`src/hdl/nebula_pkg.sv`:
```
/* Bus types, address map and pad counts shared by the harness fabric.
   Every RTL module imports this package. */
`default_nettype none

package nebula_pkg;

    // Wishbone field widths
    typedef logic [31:0] wb_addr_t;
    typedef logic [31:0] wb_data_t;
    typedef logic [3:0]  wb_sel_t;

    // Manager request, held by the manager until ack
    typedef struct packed {
        logic     cyc;
        logic     stb;
        logic     we;
        wb_sel_t  sel;
        wb_addr_t adr;
        wb_data_t dat;
    } wb_req_t;

    // Target response
    typedef struct packed {
        logic     ack;   // One cycle per access
        wb_data_t dat;
    } wb_rsp_t;

    // Pads and analyzer bus
    localparam int NUM_PADS  = 38;
    localparam int LA_SLICES = 4;    // 32-bit slices of the analyzer bus

    typedef logic [NUM_PADS-1:0] gpio_vec_t;
    typedef logic [127:0]        la_vec_t;

    // Guest project number, 15 means unassigned
    typedef logic [3:0] proj_id_t;

    // Address map, one page per target
    localparam int PAGE_MSB = 31;
    localparam int PAGE_LSB = 24;

    typedef logic [PAGE_MSB-PAGE_LSB:0] page_t;

    localparam page_t PAGE_SRAM = 8'h30;
    localparam page_t PAGE_GPIO = 8'h31;
    localparam page_t PAGE_LA   = 8'h32;

endpackage

`default_nettype wire

```
`src/hdl/wb_decoder.sv`:
```
/* Page decoder: routes the strobe to one target and returns its response.
   Unmapped pages are answered here with zero data so the bus never hangs. */
`default_nettype none

module wb_decoder (
    input  wire                 wb_clk_i,
    input  wire                 rst_n_i,

    input  wire  nebula_pkg::wb_req_t bus_req_i,
    output nebula_pkg::wb_rsp_t       bus_rsp_o,

    output nebula_pkg::wb_req_t       sram_req_o,
    input  wire  nebula_pkg::wb_rsp_t sram_rsp_i,
    output nebula_pkg::wb_req_t       gpio_req_o,
    input  wire  nebula_pkg::wb_rsp_t gpio_rsp_i,
    output nebula_pkg::wb_req_t       la_req_o,
    input  wire  nebula_pkg::wb_rsp_t la_rsp_i
);
    import nebula_pkg::*;

    page_t page;
    logic  valid;
    logic  hit_sram, hit_gpio, hit_la, hit_none;
    logic  unmap_ack_q;

    // Copy of the request with the handshake kept only for the hit target
    function automatic wb_req_t gate_req(input wb_req_t req, input logic hit);
        wb_req_t gated;
        gated     = req;
        gated.cyc = req.cyc & hit;
        gated.stb = req.stb & hit;
        return gated;
    endfunction

    assign page     = bus_req_i.adr[PAGE_MSB:PAGE_LSB];
    assign valid    = bus_req_i.cyc & bus_req_i.stb;
    assign hit_sram = (page == PAGE_SRAM);
    assign hit_gpio = (page == PAGE_GPIO);
    assign hit_la   = (page == PAGE_LA);
    assign hit_none = ~(hit_sram | hit_gpio | hit_la);

    assign sram_req_o = gate_req(bus_req_i, hit_sram);
    assign gpio_req_o = gate_req(bus_req_i, hit_gpio);
    assign la_req_o   = gate_req(bus_req_i, hit_la);

    // Same one-cycle ack timing as the real targets
    always_ff @(posedge wb_clk_i or negedge rst_n_i) begin
        if (!rst_n_i) begin
            unmap_ack_q <= 1'b0;
        end else begin
            unmap_ack_q <= valid & hit_none & ~unmap_ack_q;
        end
    end

    // Address is held through the ack cycle, so the page still selects the source
    always_comb begin
        if (hit_sram) begin
            bus_rsp_o = sram_rsp_i;
        end else if (hit_gpio) begin
            bus_rsp_o = gpio_rsp_i;
        end else if (hit_la) begin
            bus_rsp_o = la_rsp_i;
        end else begin
            bus_rsp_o = '{ack: unmap_ack_q, dat: '0};   // Unmapped reads zero
        end
    end

    // Only the strobed target may answer
    a_one_ack: assert property (@(posedge wb_clk_i) disable iff (!rst_n_i)
        $onehot0({sram_rsp_i.ack, gpio_rsp_i.ack, la_rsp_i.ack, unmap_ack_q}))
        else $error("more than one target acknowledged");

    // Every target must release ack after a single cycle
    a_ack_single: assert property (@(posedge wb_clk_i) disable iff (!rst_n_i)
        bus_rsp_o.ack |=> !bus_rsp_o.ack)
        else $error("ack held high for two cycles");

endmodule

`default_nettype wire

```
`config.mk`:
```
export PLATFORM = sky130hd
export DESIGN_NAME = wb_decoder
export DESIGN_NICKNAME = d
export VERILOG_FILES = /design/src/hdl/nebula_pkg.sv /design/src/hdl/wb_decoder.sv
export SDC_FILE = /design/constraint.sdc
export NUM_CORES = 1
export LEC_CHECK = 0
export ABC_AREA = 1
export BUFFER_PORTS_ARGS = -buffer_cell sky130_fd_sc_hd__clkbuf_2
export CAP_MARGIN = 30
export CELL_PAD_IN_SITES_DETAIL_PLACEMENT = 1
export CELL_PAD_IN_SITES_GLOBAL_PLACEMENT = 1
export CORE_AREA = 2 2 161 163
export CTS_CLUSTER_DIAMETER = 200
export DETAILED_ROUTE_END_ITERATION = 8
export DIE_AREA = 0 0 163 165
export PLACE_DENSITY_LB_ADDON = 0.1
export SYNTH_ARGS = -nofsm -noshare
export SYNTH_HDL_FRONTEND = slang
export SYNTH_SLANG_ARGS = --single-unit
```
`constraint.sdc`:
```
create_clock -name wb_clk_i -period 1.13 [get_ports wb_clk_i]
set_clock_uncertainty 0.15 [all_clocks]
set_input_delay 0.113 -clock wb_clk_i [delete_from_list [all_inputs] [get_ports wb_clk_i]]
set_output_delay 0.113 -clock wb_clk_i [all_outputs]
set_load 0.05 [all_outputs]
```
* Word-level counts from Yosys, hierarchy flattened
Cells that the tools add are included.
Widths: inputs -> output; s select.
** Storage, ports and cells
- Register bits after elaboration :: 1
- Output and inout port bits :: 246
- Logic and storage cells :: 20
** Cells by class
- Equal/unequal tests :: 3
- Multiplexer cells :: 3
- Bitwise operators :: 13
** Operators with widths (number)
- $mux 33 :: 3
- $eq 8x6->1 const B :: 3
- $and 1x1->1 :: 9
- $not 1->1 :: 2
- $or 1x1->1 :: 2

* Logic depth before layout (Yosys ltp)
Gate-level depths: netlist of the first run.
- Depth after elaboration :: 6
- Mapped depth :: 9

* Worst setup path before layout of the first run
No wires, ideal clock.
- Path kind :: input -> output
- Start :: in bus_req_i[62] (netlist bit)
- End :: out gpio_req_o[69] (netlist bit)
- Data arrival time :: 1.356 ns
- Data required time :: 0.867 ns
- Setup slack :: -0.489 ns
- Stages :: 6
- Cells stage by stage :: inv_1 > nand2_1 > nor2_4 > buf_2 > nand3_1 > nor2_1
** RTL lines
- from (decl) :: RTL line wb_decoder.sv:9 : input wire nebula_pkg::wb_req_t bus_req_i,
- to (decl) :: RTL line wb_decoder.sv:14 : output nebula_pkg::wb_req_t gpio_req_o,

==> results of run 1 <==
## metal layers
| layer | global-route usage [%] | wire length (um) | up-vias |
|---|---|---|---|
| met2 | 14.6 | 5570 | 142 |
| met5 | 0 | 0 | - |
| met4 | 3.26 | 451 | 0 |
| li1 | - | - | 1053 |
| met3 | 1.88 | 1040 | 49 |
| met1 | 7.53 | 3540 | 1014 |
## worst max-delay path, cell delays in order
cell and delay (ns):
clkbuf_16 0.14, inv_16 0.05, nand2_8 0.06, nor3_4 0.21, nand2_8 0.10, inv_12 0.09
bufbuf_16 0.26, nand2_2 0.06, nand3_4 0.06, clkbuf_16 0.16
## layout by cell type (no fill, tap or decap), types with 2 or more instances in the layout
cell type	count
buf_12	32
buf_4	20
buf_6	4
buf_8	7
clkbuf_16	15
clkbuf_2	128
clkbuf_8	2
clkinvlp_4	9
inv_1	13
inv_12	2
inv_8	3
nand2_1	45
nand2_2	29
nand2_4	24
nand2_8	2
nand3_1	23
nand3_2	6
nand3_4	24
nor2_4	9
nor3_1	2
## stage by stage
| stage | setup TNS, ns | utilization (%) | hold WS [ns] | area, um^2 |
|---|---|---|---|---|
| 3_3_place_gp | -21.55 | 13.2 | -0.261 | 3300 |
| 4_1_cts | -16.74 | 16.2 | 0.0767 | 4050 |
| 3_5_place_dp | -21.78 | 13.2 | -0.256 | 3300 |
| 6_report | -14.95 | 16.4 | 0.0760 | 4120 |
| 2_1_floorplan | -4.86 | - | -0.333 | 3030 |
| 5_1_grt | -18.08 | 16.4 | 0.0761 | 4120 |
## kinds of logic (layout without fill, tap and decap cells)
| logic type | Yosys count | count (layout) |
|---|---|---|
| AOI/OAI and AO/OA | 1 | 1 |
| buffers and inverters | 248 | 243 |
| DFF | 1 | 1 |
| and+or+nand+nor | 166 | 166 |
## cell type report
type                    count  area (um^2)  share of cell area [%]
flip-flops and latches      1         25.0                   0.608
well taps                 330          413                    10.0
repair buffers            212         2060                    50.1
repair inverters            1         11.3                   0.274
inverters                  30          210                    5.11
multi-input cells         167         1400                    33.9
## worst max-delay path by stage
stage	from	end	slack (ns)	depth (start not counted)
after global routing	bus_req_i[62]	bus_rsp_o[23]	-0.52	12
final	bus_req_i[59]	bus_rsp_o[19]	-0.44	10
after detailed placement	bus_req_i[59]	bus_rsp_o[3]	-0.65	10
after global placement	bus_req_i[59]	bus_rsp_o[12]	-0.65	11
after CTS	bus_req_i[63]	bus_rsp_o[30]	-0.47	12
after floorplan	bus_req_i[59]	bus_rsp_o[12]	-0.18	9
## what timing repair did
action                     4_1_cts  5_1_grt
resized for setup              123       17
hold buffers                     1        0
pin swaps                       11        4
gates cloned                     5        2
setup buffers                    5        2
setup endpoints to repair       40       40
hold endpoints to repair         1        0
## power groups by stage
stage / sequential (mW) / clock, mW / combinational [mW]
floorplan: 0.0393 / 0 / 2.11
global placement: 0.0400 / 0 / 0.655
detailed placement: 0.0400 / 0 / 0.658
CTS: 0.0400 / 0 / 0.735
global route: 0.0404 / 0 / 0.784
finish: 0.0399 / 0 / 0.736
==> flow_metrics.env, run 1 <==
export IMPL_syn_inst=416
export IMPL_setup_violations=40
export IMPL_hp_start="bus_req_i[50]"
export IMPL_grt_pass1_wl_mm=15.5
export IMPL_die_area_um2=26900
export IMPL_antenna_found_initial=0
export IMPL_nets=585
export IMPL_fp_dieW_um=163
export IMPL_pwr_share_comb_pct=94.9
export IMPL_io_pins=418
export IMPL_hold_path_class="in -> out"
export IMPL_seqPwrFrac_pct=5.1
export IMPL_gr_total_overflow=0
export IMPL_die_h_um=165
export IMPL_gp_congestion=0.657
export IMPL_vias=2258
export IMPL_crit_type="in -> out"
export IMPL_wl_per_cell_um=14.3
export IMPL_synthArstFlopShare_pct=100
export IMPL_tightestPinTransition_ns=0.309
export IMPL_reg2reg_slack_ns=0.13
export IMPL_dp_cells=729
export IMPL_rsz0062_at_grt="yes"
export IMPL_synth_compound_area_share_pct=0.288
export IMPL_status="finished with violations"
export IMPL_ir_drop_mv=0.133
export IMPL_largestRegisters="unmap_ack_q x1"
export IMPL_nFillCells=2969
export IMPL_grt_util_all_layers_pct=7.51
export IMPL_diodes=0
export IMPL_power_frac_clock_pct=0
export IMPL_max_cap_violations=0
export IMPL_drive_gt1_share_pct=78.8
export IMPL_dr_pass1_iters=3
export IMPL_largest_register_ffs=1
export IMPL_totalPowerFinal_mw=0.775
export IMPL_synthTopCellsByArea="buf_4 (60%), nand2_1 (12%), nand3_1 (8.4%)"
export IMPL_violations="setup timing"
export IMPL_synth_top_family_by_area="buffers and inverters"
export IMPL_top_register="unmap_ack_q"
export IMPL_rows=58
export IMPL_min_path_cells=0
export IMPL_power_density_nw_per_um2=188
export IMPL_synth_top_area_share_pct=60.1
export IMPL_yosysWarnings=0
export IMPL_drv_slew=0
export IMPL_hold_viol=0
export IMPL_drt_iter0_markers=23
export IMPL_fin_ws_ns=-0.439
export IMPL_worstSkewPairLatency_ns=0
export IMPL_drc_errors=0
export IMPL_ant_nets=0
export IMPL_grt_max_degree=22
export IMPL_synth_edf_count=0
export IMPL_cp_end_kind="primary output"
export IMPL_area_delta_synth_final_pct=57.8
export IMPL_yosys_area_share_xor_xnor_pct=0
export IMPL_switchingPower_mw=0.427
export IMPL_synthAdderAreaFrac_pct=0
export IMPL_avgSynthCellArea_um2=6.27
export IMPL_routed_wl_mm=10.6
export IMPL_crit_fanout=5
export IMPL_intPower_mw=0.349
export IMPL_grt_pass1_vias=2662
export IMPL_synthDistinctLibCells=18
export IMPL_vias_per_cell=3.05
export IMPL_start_kind="input pin"
export IMPL_synth_common_cells="buf_4 (209), nand2_1 (84), nand3_1 (44), inv_1 (27), nand2_2 (14)"
export IMPL_post_route_min_period_ns=1.57
export IMPL_io_buffer_count=173
export IMPL_start_util_pct=10.4
export IMPL_synth_flop_cell="dfrtp_1"
export IMPL_yosys_area_top_type="buf_4"
export IMPL_place_hpwl_mm=8.38
export IMPL_synth_simple_area_share_pct=31.0
export IMPL_stdcell_count=741
export IMPL_p_sw_share_pct=55.0
export IMPL_timing_rr_end="unmap_ack_q"
export IMPL_r2r_start="unmap_ack_q"
export IMPL_min_to="sram_req_o[50]"
export IMPL_place_ws_ns=-0.651
export IMPL_ys_ff_latch=1
export IMPL_ys_seq_area_share_pct=0.959
export IMPL_leakagePower_nw=2.05
export IMPL_muxShareOfSynthArea_pct=0
export IMPL_post_route_period_util_pct=139
export IMPL_fmax_ghz=0.637
export IMPL_synthesis_nets=588
export IMPL_max_slew_margin_pct=79.4
export IMPL_reg2regPathDepth=3
export IMPL_worstPathRequired_ns=0.87
export IMPL_synth_cell_area_um2=2610
export IMPL_core_um2=25000
export IMPL_yosysMostFrequentCell="buf_4"
export IMPL_cp_arrival_ns=1.31
Note: power is estimated with default switching activity, not from simulation.
==> inputs of run 2 (changes only) <==
==> constraint.sdc (replaced) <==
create_clock -name wb_clk_i -period 1.13 [get_ports wb_clk_i]
set_clock_uncertainty 0.15 [all_clocks]
set_input_delay 0.226 -clock wb_clk_i [delete_from_list [all_inputs] [get_ports wb_clk_i]]
set_output_delay 0.226 -clock wb_clk_i [all_outputs]
set_load 0.05 [all_outputs]
==> flow_metrics.env, run 2 (synthesis results as in run 1) <==
export IMPL_status="finished with violations"
export IMPL_violations="setup timing"
export IMPL_intPower_mw=0.398
export IMPL_seqPwrFrac_pct=4.7
export IMPL_finish_instance_area_um2=4430
export IMPL_max_stage_delay_ns=0.16
export IMPL_power_density_nw_per_um2=191
export IMPL_hold_path_class="in -> out"
export IMPL_drive_gt1_share_pct=87.0
export IMPL_nFillCells=2981
export IMPL_crit_fanout=5
export IMPL_fp_dieW_um=163
export IMPL_gr_total_overflow=0
export IMPL_timing_rr_end="unmap_ack_q"
export IMPL_pwr_share_comb_pct=95.3
export IMPL_setup_violations=40
export IMPL_switchingPower_mw=0.449
export IMPL_post_route_period_util_pct=159
export IMPL_hold_viol=0
export IMPL_io_buffer_count=173
export IMPL_path_cells="clkbuf_16 -> clkinv_8 -> nand2_4 -> nor2_4 -> buf_6 -> buf_8 -> clkbuf_16 -> nand3_2 -> nand3_2 -> nand2_4 -> clkinvlp_4 -> clkbuf_16"
export IMPL_cp_arrival_ns=1.42
export IMPL_leakagePower_nw=2.19
export IMPL_wl_per_cell_um=13.7
export IMPL_routed_wl_mm=10.2
export IMPL_vias=2279
export IMPL_largest_register_ffs=1
export IMPL_hp_start="bus_req_i[16]"
export IMPL_rows=58
export IMPL_antenna_found_initial=0
export IMPL_worst_path_buf_inv=7
export IMPL_start_kind="input pin"
export IMPL_gp_congestion=0.670
export IMPL_largestRegisters="unmap_ack_q x1"
export IMPL_dr_pass1_iters=2
export IMPL_core_um2=25000
export IMPL_regArea_um2=25.0
export IMPL_min_path_cells=0
export IMPL_placed_area_um2=3310
export IMPL_die_area_um2=26900
export IMPL_final_common_cell="clkbuf_2"
export IMPL_vias_per_cell=3.06
export IMPL_multi_input_area_um2=1530
export IMPL_path_common_cell="clkbuf_16"
export IMPL_nets=588
export IMPL_max_cap_violations=0
export IMPL_fmax_ghz=0.558
export IMPL_place_hpwl_mm=7.75
export IMPL_ant_nets=0
export IMPL_top_register="unmap_ack_q"
export IMPL_worstPathRequired_ns=0.75
export IMPL_io_pins=418
export IMPL_rsz0062_at_grt="yes"
export IMPL_diodes=0
export IMPL_max_slew_margin_pct=79.3
export IMPL_fin_ws_ns=-0.663
export IMPL_holdWs_ns=0.302
export IMPL_power_frac_clock_pct=0
export IMPL_worstSkewPairLatency_ns=0
export IMPL_drv_slew=0
export IMPL_die_h_um=165
export IMPL_cp_end_kind="primary output"
export IMPL_grt_max_degree=20
export IMPL_drt_iter0_markers=14
export IMPL_reg2regPathDepth=3
export IMPL_drc_errors=0
export IMPL_mostFrequentLayoutCells="clkbuf_2 (118), nand2_2 (48), buf_12 (35), nand2_1 (27), nand3_4 (27)"
export IMPL_crit_type="in -> out"
export IMPL_area_delta_synth_final_pct=69.9
export IMPL_ir_drop_mv=0.149
export IMPL_path_delay_family="buffers and inverters"
export IMPL_r2r_start="unmap_ack_q"
export IMPL_grt_pass1_vias=2595
export IMPL_reg2reg_slack_ns=0.17
export IMPL_grt_util_all_layers_pct=7.11
export IMPL_start_util_pct=10.4
export IMPL_p_sw_share_pct=53.0
export IMPL_slowest_stage="clkbuf_16"
export IMPL_tightestPinTransition_ns=0.311
export IMPL_min_to="gpio_req_o[16]"
export IMPL_post_route_min_period_ns=1.79
export IMPL_grt_pass1_wl_mm=14.8
[run 2: changes by cell type in the layout (fill, tap and decap cells not counted), moves of 2 or more]
cell / change
nand2_2: +19
nand2_1: -18
nand3_1: -13
clkbuf_2: -10
nand3_2: +10
buf_6: +9
buf_4: -7
buf_8: +5
buf_12: +3
nand3_4: +3
clkbuf_8: +2
clkinv_8: +2
[run 2: worst max-delay path by stage]
stage / from / end / slack (ns) / depth (start not counted)
floorplan: bus_req_i[59] / bus_rsp_o[12] / -0.41 / 9
CTS: bus_req_i[63] / bus_rsp_o[7] / -0.70 / 13
detailed placement: bus_req_i[63] / bus_rsp_o[24] / -0.88 / 10
global route: bus_req_i[63] / bus_rsp_o[26] / -0.74 / 12
finish: bus_req_i[63] / bus_rsp_o[26] / -0.66 / 12
global placement: bus_req_i[59] / bus_rsp_o[0] / -0.87 / 10
[run 2: area by class of cell]
cell class / instances / share of cell area (%)
inverters: 30 / 4.80
multi-input cells: 167 / 34.5
flip-flops and latches: 1 / 0.564
well taps: 330 / 9.31
repair buffers: 214 / 50.0
repair inverters: 2 / 0.819
[run 2: power by group through the flow]
stage / Combinational (mW) / Clock [mW] / Sequential [mW]
after global routing: 0.857 / 0 / 0.0403
after floorplan: 2.11 / 0 / 0.0393
after detailed placement: 0.683 / 0 / 0.0399
after CTS: 0.779 / 0 / 0.0399
after global placement: 0.687 / 0 / 0.0402
final: 0.807 / 0 / 0.0397
[run 2: per-stage QoR]
stage	TNS, ns	setup slack (ns)	utilization [%]	cells	total power [mW]
after floorplan	-13.54	-0.406	-	416	2.15
after global placement	-30.79	-0.871	13.2	725	0.727
after detailed placement	-30.97	-0.882	13.2	725	0.723
after CTS	-24.43	-0.698	16.8	743	0.819
after global routing	-26.49	-0.744	17.7	744	0.897
final	-23.32	-0.663	17.7	744	0.847
[run 2: repair_timing]
item | in CTS | in global routing
pin swaps | 13 | 20
cloned | 6 | 4
hold buffers | 1 | 0
endpoints found under the setup margin | 48 | 44
buffers inserted | 12 | 0
resized for setup | 151 | 57
hold endpoints to repair | 1 | 0
[run 2: per-layer routing]
| layer | vias to the layer above | part of all wire [%] | GRT usage [%] |
|---|---|---|---|
| met5 | - | 0 | 0 |
| met4 | 0 | 3.9 | 2.74 |
| met3 | 62 | 10 | 2.01 |
| met2 | 133 | 53 | 13.4 |
| met1 | 1020 | 33 | 7.48 |
| li1 | 1064 | - | - |
