===== src/hdl/nebula_pkg.sv =====
/* Bus types, address map and pad counts shared by the harness fabric.
   Every RTL module imports this package. */
`default_nettype none

package nebula_pkg;

    // Wishbone field widths
    typedef logic [31:0] wb_addr_t;
    typedef logic [31:0] wb_data_t;
    typedef logic [3:0]  wb_sel_t;

    // Manager request, held by the manager until ack
    typedef struct packed {
        logic     cyc;
        logic     stb;
        logic     we;
        wb_sel_t  sel;
        wb_addr_t adr;
        wb_data_t dat;
    } wb_req_t;

    // Target response
    typedef struct packed {
        logic     ack;   // One cycle per access
        wb_data_t dat;
    } wb_rsp_t;

    // Pads and analyzer bus
    localparam int NUM_PADS  = 38;
    localparam int LA_SLICES = 4;    // 32-bit slices of the analyzer bus

    typedef logic [NUM_PADS-1:0] gpio_vec_t;
    typedef logic [127:0]        la_vec_t;

    // Guest project number, 15 means unassigned
    typedef logic [3:0] proj_id_t;

    // Address map, one page per target
    localparam int PAGE_MSB = 31;
    localparam int PAGE_LSB = 24;

    typedef logic [PAGE_MSB-PAGE_LSB:0] page_t;

    localparam page_t PAGE_SRAM = 8'h30;
    localparam page_t PAGE_GPIO = 8'h31;
    localparam page_t PAGE_LA   = 8'h32;

endpackage

`default_nettype wire


===== src/hdl/gpio_pin_mux.sv =====
/* Pad multiplexer: a 4-bit owner field per pad, eight fields per register.
   Each pad drives the out and oeb bits of its owning guest project. */
`default_nettype none

module gpio_pin_mux #(
    parameter int NUM_PROJECTS = 8
) (
    input  wire                                            wb_clk_i,
    input  wire                                            rst_n_i,
    input  wire  nebula_pkg::wb_req_t                      req_i,
    output nebula_pkg::wb_rsp_t                            rsp_o,

    input  wire  nebula_pkg::gpio_vec_t [NUM_PROJECTS-1:0] proj_gpio_out_i,
    input  wire  nebula_pkg::gpio_vec_t [NUM_PROJECTS-1:0] proj_gpio_oeb_i,
    output nebula_pkg::gpio_vec_t                          io_out_o,
    output nebula_pkg::gpio_vec_t                          io_oeb_o
);
    import nebula_pkg::*;

    localparam int PADS_PER_REG = $bits(wb_data_t) / $bits(proj_id_t);

    proj_id_t   owner_q [NUM_PADS];
    logic [2:0] reg_idx;
    logic       access;
    logic       ack_q;
    wb_data_t   rd_word;
    wb_data_t   rdata_q;

    assign reg_idx = req_i.adr[4:2];
    assign access  = req_i.cyc & req_i.stb & ~ack_q;

    always_ff @(posedge wb_clk_i or negedge rst_n_i) begin
        if (!rst_n_i) begin
            ack_q <= 1'b0;
            for (int p = 0; p < NUM_PADS; p++) begin
                owner_q[p] <= 4'hf;   // Unassigned
            end
        end else begin
            ack_q <= access;
            if (access && req_i.we) begin
                // Registers 5 to 7 hold no pads and never match
                for (int p = 0; p < NUM_PADS; p++) begin
                    if (reg_idx == 3'(p / PADS_PER_REG) &&
                        req_i.sel[(p % PADS_PER_REG) / 2]) begin
                        owner_q[p] <= req_i.dat[4*(p % PADS_PER_REG) +: 4];
                    end
                end
            end
        end
    end

    // Fields of missing pads stay zero
    always_comb begin
        rd_word = '0;
        for (int p = 0; p < NUM_PADS; p++) begin
            if (reg_idx == 3'(p / PADS_PER_REG)) begin
                rd_word[4*(p % PADS_PER_REG) +: 4] = owner_q[p];
            end
        end
    end

    always_ff @(posedge wb_clk_i) begin
        if (access) begin
            rdata_q <= rd_word;
        end
    end

    assign rsp_o.ack = ack_q;
    assign rsp_o.dat = rdata_q;

    // Pad selection, unowned pads are tri-stated with out low
    always_comb begin
        for (int p = 0; p < NUM_PADS; p++) begin
            if (owner_q[p] < NUM_PROJECTS) begin
                io_out_o[p] = proj_gpio_out_i[owner_q[p]][p];
                io_oeb_o[p] = proj_gpio_oeb_i[owner_q[p]][p];
            end else begin
                io_out_o[p] = 1'b0;
                io_oeb_o[p] = 1'b1;
            end
        end
    end

endmodule

`default_nettype wire


===== config.mk =====
export PLATFORM = sky130hd
export DESIGN_NAME = gpio_pin_mux
export DESIGN_NICKNAME = d
export VERILOG_FILES = /design/src/hdl/nebula_pkg.sv /design/src/hdl/gpio_pin_mux.sv
export SDC_FILE = /design/constraint.sdc
export NUM_CORES = 1
export LEC_CHECK = 0
export ABC_CLOCK_PERIOD_IN_PS = 2500
export BUFFER_PORTS_ARGS = -buffer_cell sky130_fd_sc_hd__buf_2
export CAP_MARGIN = 20
export CORE_AREA = 5 5 302 304
export CTS_CLUSTER_DIAMETER = 60
export DETAILED_ROUTE_END_ITERATION = 6
export DIE_AREA = 0 0 307 309
export PLACE_DENSITY = 0.41
export SETUP_SLACK_MARGIN = 0.15
export SLEW_MARGIN = 20
export SYNTH_ARGS = -nofsm -noshare
export SYNTH_HDL_FRONTEND = slang
export SYNTH_SLANG_ARGS = --single-unit

===== constraint.sdc =====
create_clock -name wb_clk_i -period 2.5 [get_ports wb_clk_i]
set_input_delay 0.375 -clock wb_clk_i [delete_from_list [all_inputs] [get_ports wb_clk_i]]
set_output_delay 0.375 -clock wb_clk_i [all_outputs]
set_load 0.005 [all_outputs]

# Word-level counts from Yosys, hierarchy flattened
# Index checks and enable logic that the tools add are counted.
[totals]
ff_bits = 185
in_bits = 681
elab_cells = 429
[op_classes]
magnitude_cmp = 76
n_eq_ne = 4
muxes = 266
bitwise = 3
n_reduce_logical = 40
[ops]
columns = ["op", "count"]
rows = [
  ["38-bit binary-select mux with 3-bit select", 76],
  ["4-bit less-than comparator (second input constant)", 76],
  ["4-bit two-way mux", 40],
  ["1-bit two-way mux", 78],
  ["38-bit two-way mux", 2],
  ["37-bit two-way mux", 2],
  ["36-bit two-way mux", 2],
  ["35-bit two-way mux", 2],
  ["34-bit two-way mux", 2],
  ["33-bit two-way mux", 2],
  ["32-bit two-way mux", 2],
  ["31-bit two-way mux", 2],
  ["30-bit two-way mux", 2],
  ["29-bit two-way mux", 2],
  ["28-bit two-way mux", 2],
  ["27-bit two-way mux", 2],
  ["26-bit two-way mux", 2],
  ["25-bit two-way mux", 2],
  ["24-bit two-way mux", 2],
  ["23-bit two-way mux", 2],
  ["22-bit two-way mux", 2],
  ["21-bit two-way mux", 2],
  ["20-bit two-way mux", 2],
  ["19-bit two-way mux", 2],
  ["other kinds (24)", 79],
]

# Logic depth before layout (Yosys ltp)
# Gate-level depths: netlist of the first run.
[depth]
ltp_word = 6
depth_mapped = 6
ltp_nobuf = 3

# Least setup slack after synthesis of the first run
# No wires, ideal clock.
[synth_path]
kind = "input-to-reg"
from = "input port req_i[70] (netlist name)"
to = "register rdata_q[0], enable pin"
setup_ns = 0.423
arrival_ns = 1.809
required_time_ns = 2.077
setup_slack_ns = 0.269
stages = 2
n_path_buf = 0
cell_sequence = "nand2_1 -> nor2_1"
[synth_via]
elab_chain_len = 2
[synth_lines]
columns = ["element", "line", "text"]
rows = [
  ["from (decl)", "gpio_pin_mux.sv:10", "input wire nebula_pkg::wb_req_t req_i,"],
  ["1-bit bitwise AND (2 in a row)", "gpio_pin_mux.sv:30", "assign access = req_i.cyc & req_i.stb & ~ack_q;"],
  ["net access", "gpio_pin_mux.sv:24", "logic access;"],
  ["to (signal assigned)", "gpio_pin_mux.sv:64", "rdata_q <= rd_word;"],
  ["to (decl)", "gpio_pin_mux.sv:27", "wb_data_t rdata_q;"],
]
# The timed path passes the listed nets, and every way through them passes these cells.
# A chain may end at the register's enable or synchronous reset.

# Worst setup path in the final report of the first run
[layout_path]
from = "register owner_q[16] (netlist name)"
to = "output port io_out_o[33]"
[layout_via]
elab_chain_len = 3
elab_cells_between_ends = 4
[layout_lines]
columns = ["element", "line", "text"]
rows = [
  ["from (decl)", "gpio_pin_mux.sv:22", "proj_id_t owner_q [NUM_PADS];"],
  ["from (signal, indexed assignment)", "gpio_pin_mux.sv:45", "owner_q[p] <= req_i.dat[4*(p % PADS_PER_REG) +: 4];"],
  ["38-bit binary-select mux with 3-bit select", "gpio_pin_mux.sv:75", "io_out_o[p] = proj_gpio_out_i[owner_q[p]][p];"],
  ["34-bit two-way mux (not written as such)", "gpio_pin_mux.sv:75", ""],
  ["1-bit two-way mux *", "gpio_pin_mux.sv:74", "if (owner_q[p] < NUM_PROJECTS) begin"],
  ["to (decl)", "gpio_pin_mux.sv:15", "output nebula_pkg::gpio_vec_t io_out_o,"],
]
# Mark *: on every way between the ends. The rest lies on a longest branch, timed or not. The select of a mux whose other input is x is not followed.

==> results of run 1 <==
[metal layers]
metal,track usage,vias to the layer above,wire (um),part of all wire
met1,0.160,6527,27500,0.40
met2,0.249,505,35100,0.51
met4,0.0390,8,1650,0.024
met5,0,-,46,0.00067
li1,-,6052,-,-
met3,0.0386,63,4620,0.067
[worst register-to-register path: stages, from the launching register on]
cell     delay (ps)
dfrtp_1         420
and4b_2         460
buf_4           310
nand4_2         450
mux2_2          450
[cell usage after synthesis]
cell type	n	area (um^2)
a21oi_1	29	145
nor3b_4	1	18.8
and4b_1	1	10.0
a22oi_1	2	15.0
a22o_1	8	70.1
mux2i_1	198	1980
nand4_2	8	100
nand2_1	48	180
o22a_1	12	105
nand3_2	10	100
nor2_1	74	278
nor3_4	1	16.3
or3_1	5	31.3
nor2b_1	15	93.8
dfrtp_1	1	25.0
edfxtp_1	32	961
mux2_2	159	1790
dfstp_2	152	3990
mux4_2	92	2070
nand3_1	47	235
a221o_1	2	20.0
clkbuf_1	50	188
nand2b_1	1	6.26
buf_6	2	22.5
and2_1	8	50.1
a41o_1	38	380
inv_1	8	30.0
o2bb2ai_1	2	17.5
o22ai_1	2	12.5
nor3b_2	1	12.5
buf_4	3	22.5
nand3b_1	76	571
o21bai_1	24	180
buf_2	33	165
buf_1	2	7.51
[report_power, final]
group | switching (uW) | internal (uW)
clock network | 1340 | 1530
registers | 703 | 3650
logic | 1400 | 2110
total | 3440 | 7290
[what timing repair did]
action,4_1_cts,5_1_grt
hold endpoints to repair,1,0
pin swaps,16,26
setup buffers,60,10
gates resized for setup,41,32
endpoints found under the setup margin,47,64
hold buffers,1,0
[worst paths after layout]
| path | to | slack, ps | cells past startpoint |
|---|---|---|---|
| worst min-delay path | owner_q[94]$_DFFE_PN1P_ | 180 | 2 |
| worst min register to register | owner_q[123]$_DFFE_PN1P_ | 640 | 1 |
| max in group asynchronous | owner_q[134]$_DFFE_PN1P_ | 1290 | 3 |
| worst max-delay path | io_out_o[33] | 40 | 4 |
| min in group asynchronous | ack_q$_DFF_PN0_ | 480 | 2 |
| worst max register to register | owner_q[36]$_DFFE_PN1P_ | 340 | 4 |
[area by class of cell]
cell class                 count  area, um^2  area share
antenna                        3        7.51    0.000366
clock buffer                  19         443      0.0216
clock inverter                13         156     0.00762
inverter                       8        30.0     0.00146
multi-input combinational    864        8660       0.422
sequential                   185        4990       0.243
tap                         1165        1460      0.0710
timing repair buffer         863        4780       0.233
[metrics by stage]
stage           util  TNS (ps)  power [uW]  cells
5_1_grt        0.233      -147       11400   3118
3_5_place_dp   0.217         0        7640   3014
4_1_cts        0.231    -0.956       10900   3107
6_report       0.233         0       10700   3120
3_3_place_gp   0.217         0        7600   3014
2_1_floorplan      -         0        5940   1147
[kinds of logic after synthesis]
kind of cell	count (synthesis)
buffers and inverters	98
AND/OR/NAND/NOR	296
AO/OA/AOI/OAI	119
multiplexers	449
flip-flops	185
[state kept, by name (all words and copies together) (netlist names)]
signal	cells
ack_q	1
owner_q	152
rdata_q	32
[cell usage in the layout, fill, tap and decap left out, types with 3 or more instances in the layout]
master     count
and2_1         8
dfstp_2      149
nand3_2       10
nand4_2        8
mux4_2        92
inv_1          7
nor2b_1       15
buf_4         69
o21bai_1      24
mux2i_2       14
mux2i_4        4
diode_2        3
a41o_1        38
mux2_2       154
edfxtp_1      32
or3_1          5
nand2_1       40
buf_2        756
nand3_1       47
a22o_1         8
a21oi_1       25
mux2_4         5
dfstp_4        3
nand2_2        8
inv_6          4
buf_12         6
inv_8          3
o22a_1        12
buf_6         31
mux2i_1      180
nand3b_1      76
clkbuf_16     17
nor2_1        73
a21oi_2        4
==> impl_metrics.toml, run 1 <==
[setup_path]
slowest_delay_ps = 650
crit-reg2reg-launch = "ack_q$_DFF_PN0_"
cp_data_required_time_ps = 2120
path_buf_inv = 1
path_max_fanout = 4
cpLargestDelayFamily = "multiplexers"
crit_type = "reg2out"
cp_slowest_cell = "dfstp_2"
startpoint_type = "flip-flop"
worstPathCellList = "mux4_2 > mux2i_1 > nor2_1 > buf_2"
crit_arrival_ps = 2080
cp-startpoint = "owner_q[16]$_DFFE_PN1P_"
cp-end-kind = "primary output"

[outcome]
outcome = "finished, violations left"
violations = "design-rule violations"

[power]
peakVddDrop_mv = 0.473
leakage_uw = 0.00885
p_per_area_nw_per_um2 = 522

[finish]
drive_above_1_share = 0.691
area_growth_pct = 47.6
nets = 2620
num-fill-cells = 9574
postLayoutCellArea_um2 = 20500

[floorplan]
start_util = 0.158
die_w_um = 307
die-area_um2 = 94900
row_count = 109
die_y_um = 309
io_pins = 790
core_um2 = 88000

[timing]
hold_viol = 0
fmax_mhz = 407
clock-skew-final_ps = 14.0
slew_violations = 0
period_needed_ps = 2460
whs_ps = 178
rsz0062_at_grt = "true"
slew_headroom = 0.537
setup_ws_ps = 40.8
fin_crit_sh = 0.984
finalSetupViolCount = 0
tightestPinTransition_ps = 693

[logic_synthesis]
netlist_area_um2 = 13900
synth_xor_area_frac = 0
ys_seq_area_frac = 0.358
muxShareOfSynthArea = 0.420
synth-seq-cells = 185
synth-compound-area-share = 0.0680
synth-simple-area-share = 0.122
synthAdderAreaFrac = 0
synth.avg_cell_area_um2 = 12.1
synth.distinct_cells = 35
syn_nets = 1828
yosys_warnings = 0
synth_top_family_by_area = "multiplexers"
syn-instance-count = 1147

[place]
detailed_place.area_um2 = 19100
dpl.hpwl_um = 56800
routabilityCongestion = 0.929
port_buffers = 760
place_ws_ps = 282

[clock_network]
cts_buffers = 17
htreeDepth = 4
cts_tree = "yes"
cts_root_buf = "clkbuf_16"
path_clk_slew_ps = 70
clkLatencyLatePin_ps = 480
cts_max_path_buffers = 2
cts_sinks = 185

[global_route]
grt_max_degree = 56
grt_pass1_vias = 14300
antenna_found_initial = 10
globalRouteOverflowTotal = 0
grt_pass1_wl_um = 96500
grt_usage = 0.138

[detailed_routing]
drc_errors = 2
dr.pass1.iters = 7
num_vias = 13200
viasPerCell = 4.22
detail-route-antenna-nets = 0
routed_wl_um = 68900
routedWlPerCell_um = 22.1
drt_iter0_drc = 589

[job]
drv_cap = 0

[min_path]
min_path_type = "in2reg"
min_from = "req_i[26]"
(Power assumes the default switching activity.)
==> inputs of run 2 (changes only) <==
--- a/config.mk
+++ b/config.mk
@@ -5,7 +5,7 @@
 export SDC_FILE = /design/constraint.sdc
 export NUM_CORES = 1
 export LEC_CHECK = 0
-export ABC_CLOCK_PERIOD_IN_PS = 2500
+export ABC_CLOCK_PERIOD_IN_PS = 3150
 export BUFFER_PORTS_ARGS = -buffer_cell sky130_fd_sc_hd__buf_2
 export CAP_MARGIN = 20
 export CORE_AREA = 5 5 302 304
==> constraint.sdc (replaced) <==
create_clock -name wb_clk_i -period 3.15 [get_ports wb_clk_i]
set_input_delay 0.4725 -clock wb_clk_i [delete_from_list [all_inputs] [get_ports wb_clk_i]]
set_output_delay 0.4725 -clock wb_clk_i [all_outputs]
set_load 0.005 [all_outputs]
==> impl_metrics.toml, run 2 (synthesis results as in run 1) <==
[detailed_routing]
routed_wl_um = 67300
detail-route-antenna-nets = 0
num_vias = 12800
routedWlPerCell_um = 22.2
dr.pass1.iters = 6
drt_iter0_drc = 724
drc_errors = 0
viasPerCell = 4.23

[setup_path]
crit_arrival_ps = 2220
path_max_fanout = 8
worst-r2r-cell-count = 3
rr_endpoint = "owner_q[126]$_DFFE_PN1P_"
cp_data_required_time_ps = 2680
cp-startpoint = "owner_q[77]$_DFFE_PN1P_"
r2r_slack_ps = 750
crit-reg2reg-launch = "ack_q$_DFF_PN0_"
startpoint_type = "flip-flop"
crit_type = "reg2out"
cp-end-kind = "primary output"

[finish]
area_growth_pct = 40.4
largestRegisters = "owner_q x152, rdata_q x32, ack_q x1"
drive_above_1_share = 0.661
layout_commonest_cell = "buf_2"
nets = 2530
top_register = "owner_q"
layout_common_cells = "757 x buf_2, 198 x mux2i_1, 159 x mux2_2"
largest_reg_flops = 152
layoutNonFillerInstCount = 3032
num-fill-cells = 9580

[clock_network]
cts_sinks = 185
path_clk_slew_ps = 80
cts_max_path_buffers = 2
clkLatencyLatePin_ps = 480
cts_buffers = 17
cts_tree = "yes"
cts_hold_buf = 0
cts_setup_buffers = 0
htreeDepth = 4
cts_root_buf = "clkbuf_16"
ctsResizeCount = 0

[floorplan]
die_w_um = 307
die-area_um2 = 94900
core_um2 = 88000
io_pins = 790
start_util = 0.158
die_y_um = 309
row_count = 109

[place]
port_buffers = 760
dpl.hpwl_um = 55900
routabilityCongestion = 0.907
placed_cells = 2995
place_ws_ps = 527

[timing]
clock-skew-final_ps = 18.1
period_needed_ps = 2690
fmax_mhz = 372
slew_violations = 0
slew_headroom = 0.377
setup_tns_ps = 0
fin_crit_sh = 0.854
finalSetupViolCount = 0
rsz0062_at_grt = "false"
tightestPinTransition_ps = 933
setup_ws_ps = 460
hold_viol = 0

[global_route]
globalRouteOverflowTotal = 0
grt_usage = 0.134
antenna_found_initial = 9
grt_max_degree = 76
grt_pass1_vias = 14000
grt_pass1_wl_um = 94700

[power]
p_int_uw = 5490
leakage_uw = 0.00829
peakVddDrop_mv = 0.424
p_per_area_nw_per_um2 = 417
swShare = 0.325
power_frac_comb = 0.294
clkPwrFrac = 0.271
seqPwrFrac = 0.434
switchingPower_uw = 2650
total_power_uw = 8130

[outcome]
outcome = "finished, final reports clean"

[job]
drv_cap = 0

[min_path]
min_path_type = "in2async"
## run 2: changes by cell type in the layout (fill, tap and decap cells not counted), sizes merged
cell         delta
clkbuf          +1
bufinv          -1
clkinv          +4
diode           +2
inv             -3
dlygate4sd3     -1
buf            -89
clkinvlp        -1
## run 2: worst max-delay path by stage
stage | to | slack, ps | cells after the start
global placement | owner_q[119]$_DFFE_PN1P_ | 510 | 4
global route | io_oeb_o[18] | 350 | 4
detailed placement | owner_q[114]$_DFFE_PN1P_ | 530 | 4
finish | io_oeb_o[18] | 460 | 4
floorplan | rdata_q[0]$_DFFE_PN_ | 820 | 2
CTS | io_oeb_o[21] | 380 | 4
## run 2: power by group through the flow
| stage | combinational [uW] | sequential, uW | clock [uW] |
|---|---|---|---|
| floorplan | 1630 | 3090 | 0 |
| global placement | 2420 | 3580 | 0 |
| detailed placement | 2430 | 3600 | 0 |
| CTS | 2450 | 3560 | 2310 |
| global route | 2620 | 3620 | 2390 |
| finish | 2390 | 3530 | 2210 |
## run 2: cell type report
| type | count | area (um^2) | area share |
|---|---|---|---|
| multi-input cells | 864 | 8510 | 0.436 |
| well taps | 1165 | 1460 | 0.0747 |
| repair buffers | 773 | 3960 | 0.203 |
| flip-flops and latches | 185 | 4980 | 0.255 |
| clock inverters | 12 | 115 | 0.00590 |
| inverters | 8 | 30.0 | 0.00154 |
| clock buffers | 20 | 457 | 0.0234 |
| diodes | 5 | 12.5 | 0.000641 |
## run 2: metrics by stage
stage	utilization	hold WS (ps)	area, um^2
after detailed placement	0.215	619	18900
after CTS	0.222	52.9	19500
after floorplan	-	177	13900
final	0.222	66.4	19500
after global routing	0.222	93.1	19500
after global placement	0.215	608	18900
## run 2: routing by layer
| metal | global-route usage | vias to the layer above | wire length (um) |
|---|---|---|---|
| met5 | 0 | - | 50 |
| met4 | 0.0305 | 8 | 998 |
| met3 | 0.0357 | 51 | 4280 |
| met2 | 0.249 | 507 | 35300 |
| met1 | 0.155 | 6378 | 26600 |
| li1 | - | 5875 | - |
## run 2: worst max-delay path, cell delays in order, from the launching register on
cell and delay (ps):
dfstp_2 690, mux2_2 360, or3_1 300, a41o_1 250
buf_2 140
