`src/hdl/nebula_pkg.sv`:
```
/* Bus types, address map and pad counts shared by the harness fabric.
   Every RTL module imports this package. */
`default_nettype none

package nebula_pkg;

    // Wishbone field widths
    typedef logic [31:0] wb_addr_t;
    typedef logic [31:0] wb_data_t;
    typedef logic [3:0]  wb_sel_t;

    // Manager request, held by the manager until ack
    typedef struct packed {
        logic     cyc;
        logic     stb;
        logic     we;
        wb_sel_t  sel;
        wb_addr_t adr;
        wb_data_t dat;
    } wb_req_t;

    // Target response
    typedef struct packed {
        logic     ack;   // One cycle per access
        wb_data_t dat;
    } wb_rsp_t;

    // Pads and analyzer bus
    localparam int NUM_PADS  = 38;
    localparam int LA_SLICES = 4;    // 32-bit slices of the analyzer bus

    typedef logic [NUM_PADS-1:0] gpio_vec_t;
    typedef logic [127:0]        la_vec_t;

    // Guest project number, 15 means unassigned
    typedef logic [3:0] proj_id_t;

    // Address map, one page per target
    localparam int PAGE_MSB = 31;
    localparam int PAGE_LSB = 24;

    typedef logic [PAGE_MSB-PAGE_LSB:0] page_t;

    localparam page_t PAGE_SRAM = 8'h30;
    localparam page_t PAGE_GPIO = 8'h31;
    localparam page_t PAGE_LA   = 8'h32;

endpackage

`default_nettype wire

```
`src/hdl/la_mux.sv`:
```
/* Analyzer multiplexer: each 32-bit slice of the analyzer bus is taken
   from the guest project named in its owner register. */
`default_nettype none

module la_mux #(
    parameter int NUM_PROJECTS = 8
) (
    input  wire                                          wb_clk_i,
    input  wire                                          rst_n_i,
    input  wire  nebula_pkg::wb_req_t                    req_i,
    output nebula_pkg::wb_rsp_t                          rsp_o,

    input  wire  nebula_pkg::la_vec_t [NUM_PROJECTS-1:0] proj_la_i,
    output nebula_pkg::la_vec_t                          la_data_o
);
    import nebula_pkg::*;

    localparam int SLICE_W = $bits(la_vec_t) / LA_SLICES;

    proj_id_t                       owner_q [LA_SLICES];
    logic [$clog2(LA_SLICES)-1:0]   reg_idx;   // Address bits 3:2
    logic                           access;
    logic                           ack_q;
    wb_data_t                       rdata_q;

    assign reg_idx = req_i.adr[3:2];
    assign access  = req_i.cyc & req_i.stb & ~ack_q;

    always_ff @(posedge wb_clk_i or negedge rst_n_i) begin
        if (!rst_n_i) begin
            ack_q <= 1'b0;
            for (int s = 0; s < LA_SLICES; s++) begin
                owner_q[s] <= '0;
            end
        end else begin
            ack_q <= access;
            if (access && req_i.we && req_i.sel[0]) begin   // Lane 0 only
                owner_q[reg_idx] <= req_i.dat[3:0];
            end
        end
    end

    always_ff @(posedge wb_clk_i) begin
        if (access) begin
            rdata_q <= wb_data_t'(owner_q[reg_idx]);
        end
    end

    assign rsp_o.ack = ack_q;
    assign rsp_o.dat = rdata_q;

    always_comb begin
        for (int s = 0; s < LA_SLICES; s++) begin
            if (owner_q[s] < NUM_PROJECTS) begin
                la_data_o[SLICE_W*s +: SLICE_W] = proj_la_i[owner_q[s]][SLICE_W*s +: SLICE_W];
            end else begin
                la_data_o[SLICE_W*s +: SLICE_W] = '0;   // No such project
            end
        end
    end

endmodule

`default_nettype wire

```
`config.mk`:
```
export PLATFORM = sky130hd
export DESIGN_NAME = la_mux
export DESIGN_NICKNAME = d
export VERILOG_FILES = /design/src/hdl/nebula_pkg.sv /design/src/hdl/la_mux.sv
export SDC_FILE = /design/constraint.sdc
export NUM_CORES = 1
export LEC_CHECK = 0
export BUFFER_PORTS_ARGS = -buffer_cell sky130_fd_sc_hd__buf_4
export CORE_AREA = 2 2 490 492
export CTS_CLUSTER_DIAMETER = 120
export CTS_CLUSTER_SIZE = 30
export DETAILED_ROUTE_END_ITERATION = 16
export DIE_AREA = 0 0 492 494
export PLACE_DENSITY_LB_ADDON = 0.2
export SLEW_MARGIN = 20
export SYNTH_ARGS = -nofsm -noshare
export SYNTH_HDL_FRONTEND = slang
export SYNTH_SLANG_ARGS = --single-unit
```
`constraint.sdc`:
```
create_clock -name wb_clk_i -period 1.77 [get_ports wb_clk_i]
set_clock_uncertainty 0.15 [all_clocks]
set_input_delay 0.0885 -clock wb_clk_i [delete_from_list [all_inputs] [get_ports wb_clk_i]]
set_output_delay 0.0885 -clock wb_clk_i [all_outputs]
set_load 0.02 [all_outputs]
```
=== Yosys cells after proc, flatten, opt, wreduce, memory -nomap -nowiden ===
Cells that the tools add are included.

* Magnitude comparators: 10
* Multiplexer cells: 18
* Bitwise gates (word level): 4
* Reductions and logical operators: 3

{| class="wikitable"
|+ Operator list
! kind !! number
|-
| $bmux 128 s3 || 4
|-
| $mux 32 || 5
|-
| $mux 128 || 1
|-
| $mux 96 || 1
|-
| $mux 64 || 1
|-
| $lt 4x4->1 const B || 8
|-
| $bwmux 16 || 1
|-
| $mux 4 || 3
|-
| $bmux 4 s2 || 1
|-
| $demux 4 s2 || 1
|-
| $ge 3x3->1 const B || 1
|-
| $logic_and 1x1->1 || 3
|-
| $lt 3x1->1 const B || 1
|-
| $not 2->3 || 1
|-
| $and 1x1->1 || 2
|-
| $not 1->1 || 1
|}

* Bits in registers: 21
* Input bits: 1097
* Output and inout port bits: 161
* Logic and storage cells: 41

=== Depth between registers and ports, before layout ===
Gate-level depths: netlist (run 1).

* Depth after elaboration: 6
* Mapped depth: 5
* Depth with buffers taken out: 3

=== Least setup slack after synthesis (run 1) ===
No wires, ideal clock.

* Path kind: reg-to-output
* Start: register owner_q[12] (netlist name)
* End: output la_data_o[0]
* Data arrival time: 1425 ps
* Required time: 1531 ps
* Slack: 107 ps
* Stages on the path, launching flop included: 6
* Buffers on the path: 2
* Cell sequence: dfrtp_1 buf_6 buf_6 mux4_2 mux2i_1 nor2_1

* Word-level cells in the longest chain between the ends: 3
* Elaborated cells between the ends (all ways): 4
* Those cells by class: order compare: 1; mux: 3

{| class="wikitable"
|+ RTL lines
! element !! RTL line !! source
|-
| start: declaration || la_mux.sv:20 || <nowiki>proj_id_t owner_q [LA_SLICES];</nowiki>
|-
| start signal: indexed assignment || la_mux.sv:38 || <nowiki>owner_q[reg_idx] <= req_i.dat[3:0];</nowiki>
|-
| $bmux 128 s3 || la_mux.sv:55 || <nowiki>la_data_o[SLICE_W*s +: SLICE_W] = proj_la_i[owner_q[s]][SLICE_W*s +: SLICE_W];</nowiki>
|-
| $mux 32 (implied by the code) || la_mux.sv:55 ||
|-
| $mux 32 * || la_mux.sv:54 || <nowiki>if (owner_q[s] < NUM_PROJECTS) begin</nowiki>
|-
| end: declaration || la_mux.sv:14 || <nowiki>output nebula_pkg::la_vec_t la_data_o</nowiki>
|}

Mark *: on every way between the ends. The rest lies on a longest branch, timed or not. The select of a mux whose other input is x is not followed.

=== Final worst setup path (run 1) ===
* Start: register owner_q[5] (netlist name)
* End: output la_data_o[69]

* Word-level cells in the longest chain between the ends: 3
* Elaborated cells between the ends (all ways): 4
* Those cells by class: order compare: 1; mux: 3

{| class="wikitable"
|+ RTL lines
! element !! RTL line
|-
| $bmux 128 s3 || la_mux.sv:55
|-
| $mux 96 (implied by the code) || la_mux.sv:55
|-
| $mux 32 * || la_mux.sv:54
|}

Marked as above.

==> results.json, run 1 <==
{
  "firstDrtPassIters": 4,
  "violations": "negative setup slack",
  "vias_per_cell": 2.643,
  "pre_cts_slack_ns": -0.4513,
  "synth_ff_type": "dfrtp_1",
  "ioPinCount": 1258,
  "yosysTopAreaCellShare": 0.6139,
  "rsz0062_at_grt": "true",
  "hold_path_class": "in -> reg",
  "multi_input_area_um2": 8127,
  "power_frac_seq": 0.050,
  "die_y_um": 494,
  "comb_power_share": 0.911,
  "setup_viol": 129,
  "avgSynthCellArea_um2": 13.61,
  "r2r_end": "rdata_q[1]",
  "grtUsageTotal": 0.1228,
  "synth_warnings": 0,
  "cts_buffers": 3,
  "nets": 3052,
  "dp_hpwl_um": 144300,
  "vias": 13650,
  "power.share.clock": 0.039,
  "crit_arrival_ns": 2.19,
  "worst_setup_path_start_kind": "flip-flop",
  "path_class": "reg -> out",
  "grt_max_degree": 34,
  "core-area_um2": 237400,
  "worst-path-max-fanout": 8,
  "grt_first_pass_wirelength_um": 186500,
  "gp_congestion": 0.8810,
  "drive_gt1_frac": 0.8623,
  "start_util": 0.03910,
  "yosys.cell_count.top_type": "mux4_2",
  "outcome": "finished, violations left",
  "period_needed_ns": 2.431,
  "syn_to_final_growth_pct": 161.1,
  "remaining_drc_errors": 0,
  "ir_worst_vdd_uv": 332.9,
  "cts_tree": "yes",
  "rows": 179,
  "synth_area_leader_cell": "mux4_2",
  "cts_buffer_depth": 2,
  "critPathCaptureType": "primary output",
  "fin_crit_sh": 1.373,
  "ys_top_cells_by_area": "mux4_2 61%, mux2i_1 14%, nor2_1 5.3%",
  "antenna_found_initial": 233,
  "max_clock_freq_ghz": 0.4114,
  "wire_per_inst_um": 30.43,
  "synthCells": 682,
  "min_to": "rdata_q[0]",
  "switchingPower_mw": 7.084,
  "ys_seq_elements": 21,
  "synth_edf_count": 4,
  "worst-r2r-setup-slack_ns": -0.10,
  "first_iter_violations": 725,
  "synth_top_family_by_area": "multiplexers",
  "synthArstFlopShare": 0.8095,
  "synth_compound_area_frac": 0,
  "clk_pin_slew_ns": 0.09,
  "total_power_mw": 15.65,
  "syn_area_um2": 9281,
  "power_leakage_nw": 9.632,
  "synth_seq_area_share": 0.05878,
  "overflow": 0,
  "drv_slew": 0,
  "htreeDepth": 1,
  "synth_fa_ha_area_frac": 0,
  "clockRootBuffer": "clkbuf_16",
  "die_x_um": 492,
  "port_buffers": 1168,
  "synth_cell_types": 21,
  "yosys.area_share.simple": 0.05972,
  "p_per_area_nw_per_um2": 645.8,
  "muxShareOfSynthArea": 0.7912,
  "synth-xor-area-share": 0,
  "fill_cells": 27600,
  "seqCellArea_um2": 588.1,
  "r2r_cells": 5,
  "synthTopCellsByCount": "253 x mux4_2, 130 x nor2_1, 128 x mux2i_1, 44 x buf_2, 29 x buf_4",
  "die-area_um2": 243000,
  "totalWireLength_um": 157100,
  "min-delay-start": "req_i[34]",
  "grt_pass1_vias": 14370,
  "ant_nets": 0,
  "required_ns": 1.53,
  "worst_slack_ns": -0.6607,
  "clk_latency_ns": 0.28,
  "drv_cap": 0,
  "r2r_start": "owner_q[1]",
  "min_path_cells": 2,
  "report.final.hold_viol_count": 0,
  "intPower_mw": 8.565,
  "sw_frac_of_total": 0.4527,
  "cts_num_sinks": 21
}
==> worst max path at each step <==
stage	from	end	slack (ns)	depth (start not counted)
2_1_floorplan	owner_q[12]	la_data_o[0]	0.11	5
3_3_place_gp	owner_q[12]	la_data_o[27]	-0.46	5
3_5_place_dp	owner_q[12]	la_data_o[27]	-0.45	5
4_1_cts	owner_q[5]	la_data_o[77]	-0.66	6
5_1_grt	owner_q[5]	la_data_o[72]	-0.71	6
6_report	owner_q[5]	la_data_o[69]	-0.66	6
==> state kept, by name, indices dropped and copies added, names as in the netlist <==
signal	count
rdata_q	4
owner_q	16
ack_q	1
==> layout make-up <==
class,instances,area share
Clock inverter,1,0.0002065
Clock buffer,3,0.003098
Tap cell,3167,0.1635
Multi-Input combinational cell,569,0.3354
Sequential cell,21,0.02427
Antenna cell,43,0.004441
Timing Repair Buffer,1360,0.4691
==> power groups by stage <==
stage / Sequential [mW] / Clock (mW) / Combinational (mW)
after detailed placement: 0.894 / 0 / 13.0
after global routing: 0.799 / 0.653 / 15.1
after floorplan: 0.623 / 0 / 6.60
final: 0.781 / 0.613 / 14.3
after global placement: 0.890 / 0 / 13.0
after CTS: 0.806 / 0.648 / 14.4
==> critical path: stages (launching register included) <==
cell	delay, ns
dfrtp_4	0.50
buf_16	0.16
buf_12	0.14
mux4_2	0.63
mux2i_1	0.18
nor2_1	0.07
buf_4	0.17
==> logic make-up (layout without fill, tap and decap cells) <==
kind of cell	after synthesis	count (layout)
and+or+nand+nor	137	137
buffers and inverters	119	1364
other	1	71
muxes	404	404
DFF	21	21
==> what timing repair did <==
| item | 4_1_cts | 5_1_grt |
|---|---|---|
| cloned | 9 | 3 |
| hold buffers | 5 | 0 |
| resized for setup | 124 | 56 |
| setup buffers | 38 | 17 |
| endpoints found under the hold margin | 29 | 0 |
| pin swaps | 11 | 29 |
| endpoints found under the setup margin | 129 | 130 |
==> per-stage QoR <==
stage	instance area [µm²]	TNS (ns)	hold slack (ns)	util	instances
2_1_floorplan	9383	0	-0.3571	-	709
3_3_place_gp	22690	-33.28	-0.1016	0.09557	5057
3_5_place_dp	22690	-34.58	-0.1090	0.09557	5057
4_1_cts	23900	-67.77	0.1311	0.1007	5111
5_1_grt	24150	-71.95	0.1305	0.1017	5132
6_report	24230	-62.50	0.1364	0.1021	5164
==> layout by cell type, fill, tap and decap left out, drive strengths merged <==
cell	instances
buf	1352
mux4	260
nor2	130
mux2i	128
diode	43
conb	28
dfrtp	17
mux2	16
clkbuf	6
dlygate4sd3	5
edfxtp	4
nor3	2
nand2	1
nand3b	1
nor4	1
nand3	1
nand4b	1
clkinv	1
==> routing by layer <==
metal,vias up,routed length [µm],GRT usage
met5,-,954,0
li1,5474,-,-
met3,317,21630,0.07375
met2,1102,78090,0.2206
met4,148,2432,0.01280
met1,6607,54010,0.1249
No activity file was read; power rests on OpenSTA's default activity.
==> inputs of run 2 (changes only) <==
--- a/config.mk
+++ b/config.mk
@@ -6,11 +6,11 @@
 export NUM_CORES = 1
 export LEC_CHECK = 0
 export BUFFER_PORTS_ARGS = -buffer_cell sky130_fd_sc_hd__buf_4
-export CORE_AREA = 2 2 490 492
+export CORE_AREA = 5 5 493 495
 export CTS_CLUSTER_DIAMETER = 120
 export CTS_CLUSTER_SIZE = 30
 export DETAILED_ROUTE_END_ITERATION = 16
-export DIE_AREA = 0 0 492 494
+export DIE_AREA = 0 0 498 500
 export PLACE_DENSITY_LB_ADDON = 0.2
 export SLEW_MARGIN = 20
 export SYNTH_ARGS = -nofsm -noshare
==> run 2 against run 1 <==
The flow still finishes with violations (negative setup slack); core utilization down 0.082 points; cell count down 0.48%; count of clock-buffer cells in the layout unchanged; critical path depth unchanged; power down 2.1%; hold slack worse by 0.018 ns; largest power group unchanged.
==> results.json, run 2 (synthesis gave the netlist of run 1 again) <==
{
  "critPathCaptureType": "primary output",
  "first_iter_violations": 848,
  "syn_to_final_growth_pct": 159.0,
  "period_needed_ns": 2.375,
  "vias_per_cell": 2.676,
  "clk_pin_slew_ns": 0.07,
  "cts_tree": "yes",
  "firstDrtPassIters": 7,
  "worst-path-max-fanout": 8,
  "cpPeakStageDelay_ns": 0.64,
  "grt_first_pass_wirelength_um": 193100,
  "drive_gt1_frac": 0.8504,
  "port_buffers": 1168,
  "drv_slew": 0,
  "p_per_area_nw_per_um2": 637.4,
  "die-area_um2": 249000,
  "worst-path-stages": 6,
  "worst_slack_ns": -0.6051,
  "rsz0062_at_grt": "true",
  "rows": 179,
  "die_x_um": 498,
  "finish.utilization": 0.1012,
  "violations": "negative setup slack",
  "wire_per_inst_um": 31.86,
  "hold_path_class": "in -> async",
  "crit_family": "multiplexers",
  "nets": 3037,
  "r2r_end": "rdata_q[0]",
  "power.share.clock": 0.034,
  "required_ns": 1.53,
  "vias": 13750,
  "largest_reg_flops": 16,
  "grt_pass1_vias": 14440,
  "startpoint": "owner_q[12]",
  "cts_num_sinks": 21,
  "r2r_cells": 6,
  "dp.cells": 5036,
  "crit_chain": "buf_12, clkbuf_16, mux4_2, mux2i_1, nor2_1, buf_4",
  "cts_buffers": 3,
  "fin_crit_sh": 1.342,
  "critPathBufInv": 3,
  "report.final.hold_viol_count": 0,
  "path_class": "reg -> out",
  "max_clock_freq_ghz": 0.4210,
  "postLayoutCellArea_um2": 24040,
  "ant_nets": 0,
  "slowest_stage": "mux4_2",
  "totalWireLength_um": 163800,
  "switchingPower_mw": 6.901,
  "clockRootBuffer": "clkbuf_16",
  "final_cell_mix": "1229 x buf_4, 255 x mux4_2, 126 x nor2_1",
  "start_util": 0.03910,
  "worst_setup_path_start_kind": "flip-flop",
  "clk_latency_ns": 0.27,
  "total_power_mw": 15.32,
  "grt_max_degree": 34,
  "remaining_drc_errors": 0,
  "htreeDepth": 1,
  "drv_cap": 0,
  "worst-r2r-setup-slack_ns": -0.29,
  "comb_power_share": 0.916,
  "r2r_start": "owner_q[12]",
  "tns_ns": -63.95,
  "power_frac_seq": 0.050,
  "placed_cell_area_um2": 22520,
  "overflow": 0,
  "ir_worst_vdd_uv": 363.7,
  "cts_buffer_depth": 2,
  "die_y_um": 500,
  "final_common_cell": "buf_4",
  "crit_arrival_ns": 2.14,
  "intPower_mw": 8.419,
  "setup_viol": 130,
  "largest_register": "owner_q",
  "grtUsageTotal": 0.1235,
  "ioPinCount": 1258,
  "power_leakage_nw": 9.567,
  "gp_congestion": 0.8754,
  "final_cells": 5139,
  "reg_top3": "owner_q (16), rdata_q (4), ack_q (1)",
  "sw_frac_of_total": 0.4504,
  "outcome": "finished, violations left",
  "antenna_found_initial": 244,
  "pre_cts_slack_ns": -0.4245,
  "worst_hold_slack_ns": 0.1184,
  "core-area_um2": 237400,
  "dp_hpwl_um": 150500
}
-- run 2: changes by cell type in the layout (fill, tap and decap cells not counted), sizes merged --
cell / change
clkbuf: +2
clkinv: -1
inv: +1
bufbuf: +1
buf: -18
diode: -10
-- run 2: worst reg2reg max path: stages, from the launching register on --
cell and delay [ns]:
dfrtp_4 0.51, buf_6 0.14, clkbuf_16 0.16, buf_12 0.14, buf_6 0.12, buf_6 0.12
mux4_2 0.45
-- run 2: per-layer routing --
metal  GRT usage  wire (µm)  up-vias  share of wire
met1      0.1210      55170     6664           0.34
met2      0.2151      78430     1099           0.48
met5           0       1291        -         0.0079
met3     0.09456      26210      352           0.16
li1            -          -     5431              -
met4     0.01020       2658      204          0.016
-- run 2: layout make-up --
type	instances	area (µm²)
antenna	33	82.58
clock buffer	3	75.07
clock inverter	1	6.256
fill	27540	213400
multi-input combinational	569	8099
sequential	21	588.1
tap	3167	3963
timing repair buffer	1345	11220
-- run 2: how the worst max path moves through the flow --
stage                endpoint
2_1_floorplan    la_data_o[0]
3_3_place_gp    la_data_o[57]
3_5_place_dp    la_data_o[36]
4_1_cts        la_data_o[122]
5_1_grt         la_data_o[20]
6_report         la_data_o[2]
-- run 2: repair_timing --
item,CTS,global route
setup buffers,36,18
pin swaps,2,10
endpoints found under the setup margin,129,130
resized for setup,80,38
cloned,11,5
hold endpoints to repair,32,0
hold buffers,5,0
-- run 2: power by group through the flow --
stage | combinational (mW) | clock [mW] | sequential, mW
2_1_floorplan | 6.60 | 0 | 0.623
3_3_place_gp | 12.7 | 0 | 0.943
3_5_place_dp | 12.7 | 0 | 0.949
4_1_cts | 14.1 | 0.552 | 0.790
5_1_grt | 14.9 | 0.572 | 0.782
6_report | 14.0 | 0.523 | 0.763
==> inputs of run 3 (changes only) <==
==> constraint.sdc (replaced) <==
create_clock -name wb_clk_i -period 2.8 [get_ports wb_clk_i]
set_clock_uncertainty 0.15 [all_clocks]
set_input_delay 0.14 -clock wb_clk_i [delete_from_list [all_inputs] [get_ports wb_clk_i]]
set_output_delay 0.14 -clock wb_clk_i [all_outputs]
set_load 0.02 [all_outputs]
==> run 3 against run 2 <==
The flow now finishes without violations; global-route usage fell by 0.46 points; register-to-register slack improved by 1.3 ns; power fell by 44%; final area shrank 7.7%; sequential power up 13%; critical path depth down 1; sequential cell count did not move; clock power down 41%; hold slack worse by 0.094 ns; critical path type unchanged; highest routed layer unchanged.
==> results.json, run 3 (synthesis gave the netlist of run 1 again) <==
{
  "outcome": "completed",
  "fin_crit_sh": 0.9405,
  "slowest_stage": "dfrtp_4",
  "rsz0062_at_grt": "false",
  "dp_hpwl_um": 147000,
  "required_ns": 2.51,
  "tns_ns": 0,
  "clk_latency_ns": 0.25,
  "cts_num_sinks": 21,
  "first_iter_violations": 886,
  "ioPinCount": 1258,
  "min-delay-start": "req_i[3]",
  "htreeDepth": 1,
  "wire_per_inst_um": 31.20,
  "worst_slack_ns": 0.1665,
  "overflow": 0,
  "drv_cap": 0,
  "largest_register": "owner_q",
  "critPathCaptureType": "primary output",
  "dp.cells": 4984,
  "final_common_cell": "buf_4",
  "grt_max_degree": 35,
  "cts_tree": "yes",
  "die_y_um": 500,
  "cts_buffers": 3,
  "ant_nets": 0,
  "final_cells": 5024,
  "gp_congestion": 0.8755,
  "worst-r2r-setup-slack_ns": 1.02,
  "grt_pass1_vias": 13920,
  "vias_per_cell": 2.614,
  "antenna_found_initial": 216,
  "core-area_um2": 237400,
  "remaining_drc_errors": 0,
  "grt_first_pass_wirelength_um": 186700,
  "worst_setup_path_start_kind": "flip-flop",
  "min_path_cells": 2,
  "drv_slew": 0,
  "max_clock_freq_ghz": 0.3797,
  "cts_buffer_depth": 2,
  "setup_viol": 0,
  "power_leakage_nw": 8.728,
  "die-area_um2": 249000,
  "p_per_area_nw_per_um2": 388.6,
  "port_buffers": 1168,
  "path_class": "reg -> out",
  "fill_cells": 27720,
  "syn_to_final_growth_pct": 139.0,
  "clockRootBuffer": "clkbuf_16",
  "drive_gt1_frac": 0.8339,
  "reg_top3": "owner_q (16), rdata_q (4), ack_q (1)",
  "largest_reg_flops": 16,
  "r2r_end": "rdata_q[3]",
  "min_to": "owner_q[11]",
  "final_cell_mix": "1218 x buf_4, 253 x mux4_2, 130 x nor2_1",
  "hold_path_class": "in -> reg",
  "clk_pin_slew_ns": 0.06,
  "rows": 179,
  "worstMarginPinSlew_ns": 0.9983,
  "ir_worst_vdd_uv": 241.5,
  "nets": 2928,
  "crit_arrival_ns": 2.34,
  "firstDrtPassIters": 5,
  "crit_chain": "buf_4, mux4_2, mux2i_1, nor2_1, buf_4",
  "finish.utilization": 0.09345,
  "r2r_start": "owner_q[11]",
  "totalWireLength_um": 156700,
  "die_x_um": 498,
  "worst-path-max-fanout": 10,
  "vias": 13130,
  "postLayoutCellArea_um2": 22190,
  "slew_headroom": 0.3345,
  "period_needed_ns": 2.634,
  "pre_cts_slack_ns": 0.2044,
  "placed_cell_area_um2": 21930,
  "startpoint": "owner_q[1]",
  "report.final.hold_viol_count": 0,
  "r2r_cells": 1,
  "start_util": 0.03910,
  "cpPeakStageDelay_ns": 0.63,
  "cpMostUsedCell": "buf_4",
  "grtUsageTotal": 0.1189
}
## run 3: final cells by class
class | count | area (µm²) | area share
clock buffer | 4 | 78.83 | 0.003553
sequential | 21 | 588.1 | 0.02651
tap | 3167 | 3963 | 0.1786
timing repair buffer | 1236 | 9485 | 0.4276
multi-input combinational | 569 | 8003 | 0.3607
antenna | 27 | 67.56 | 0.003046
## run 3: what timing repair did
action / CTS / global route
hold buffers: 1 / 0
pin swaps: 0 / 0
setup endpoints to repair: 9 / 3
gates cloned: 0 / 0
hold endpoints to repair: 17 / 0
buffers inserted: 2 / 6
gates resized for setup: 0 / 1
## run 3: stage by stage
stage | total power [mW] | hold slack [ns]
2_1_floorplan | 4.567 | -0.3056
3_3_place_gp | 8.509 | -0.1148
3_5_place_dp | 8.489 | -0.1151
4_1_cts | 8.857 | 0.02036
5_1_grt | 9.173 | 0.01917
6_report | 8.621 | 0.02400
## run 3: worst max-delay path: cells and delay by family (launching register included)
kind                   cells  cell delay [ns]
muxes                      2             0.81
DFF                        1             0.63
buffers and inverters      2             0.51
and+or+nand+nor            1             0.08
## run 3: layer usage
metal | wire, µm | track usage
met5 | 1266 | 0
met4 | 1932 | 0.008475
met2 | 76500 | 0.2098
met3 | 23800 | 0.08165
met1 | 53230 | 0.1206
## run 3: worst max path at each step
stage                endpoint  depth (start not counted)
6_report       la_data_o[104]                          5
5_1_grt         la_data_o[76]                          6
4_1_cts         la_data_o[72]                          7
3_5_place_dp    la_data_o[50]                          5
3_3_place_gp    la_data_o[56]                          5
2_1_floorplan    la_data_o[0]                          5
## run 3: where the power goes
group          leakage (nW)  switching (mW)  total (mW)  internal [mW]
Combinational          8.45            3.58        7.45           3.87
Clock                0.0383           0.113       0.307          0.194
Sequential            0.236           0.490       0.866          0.376
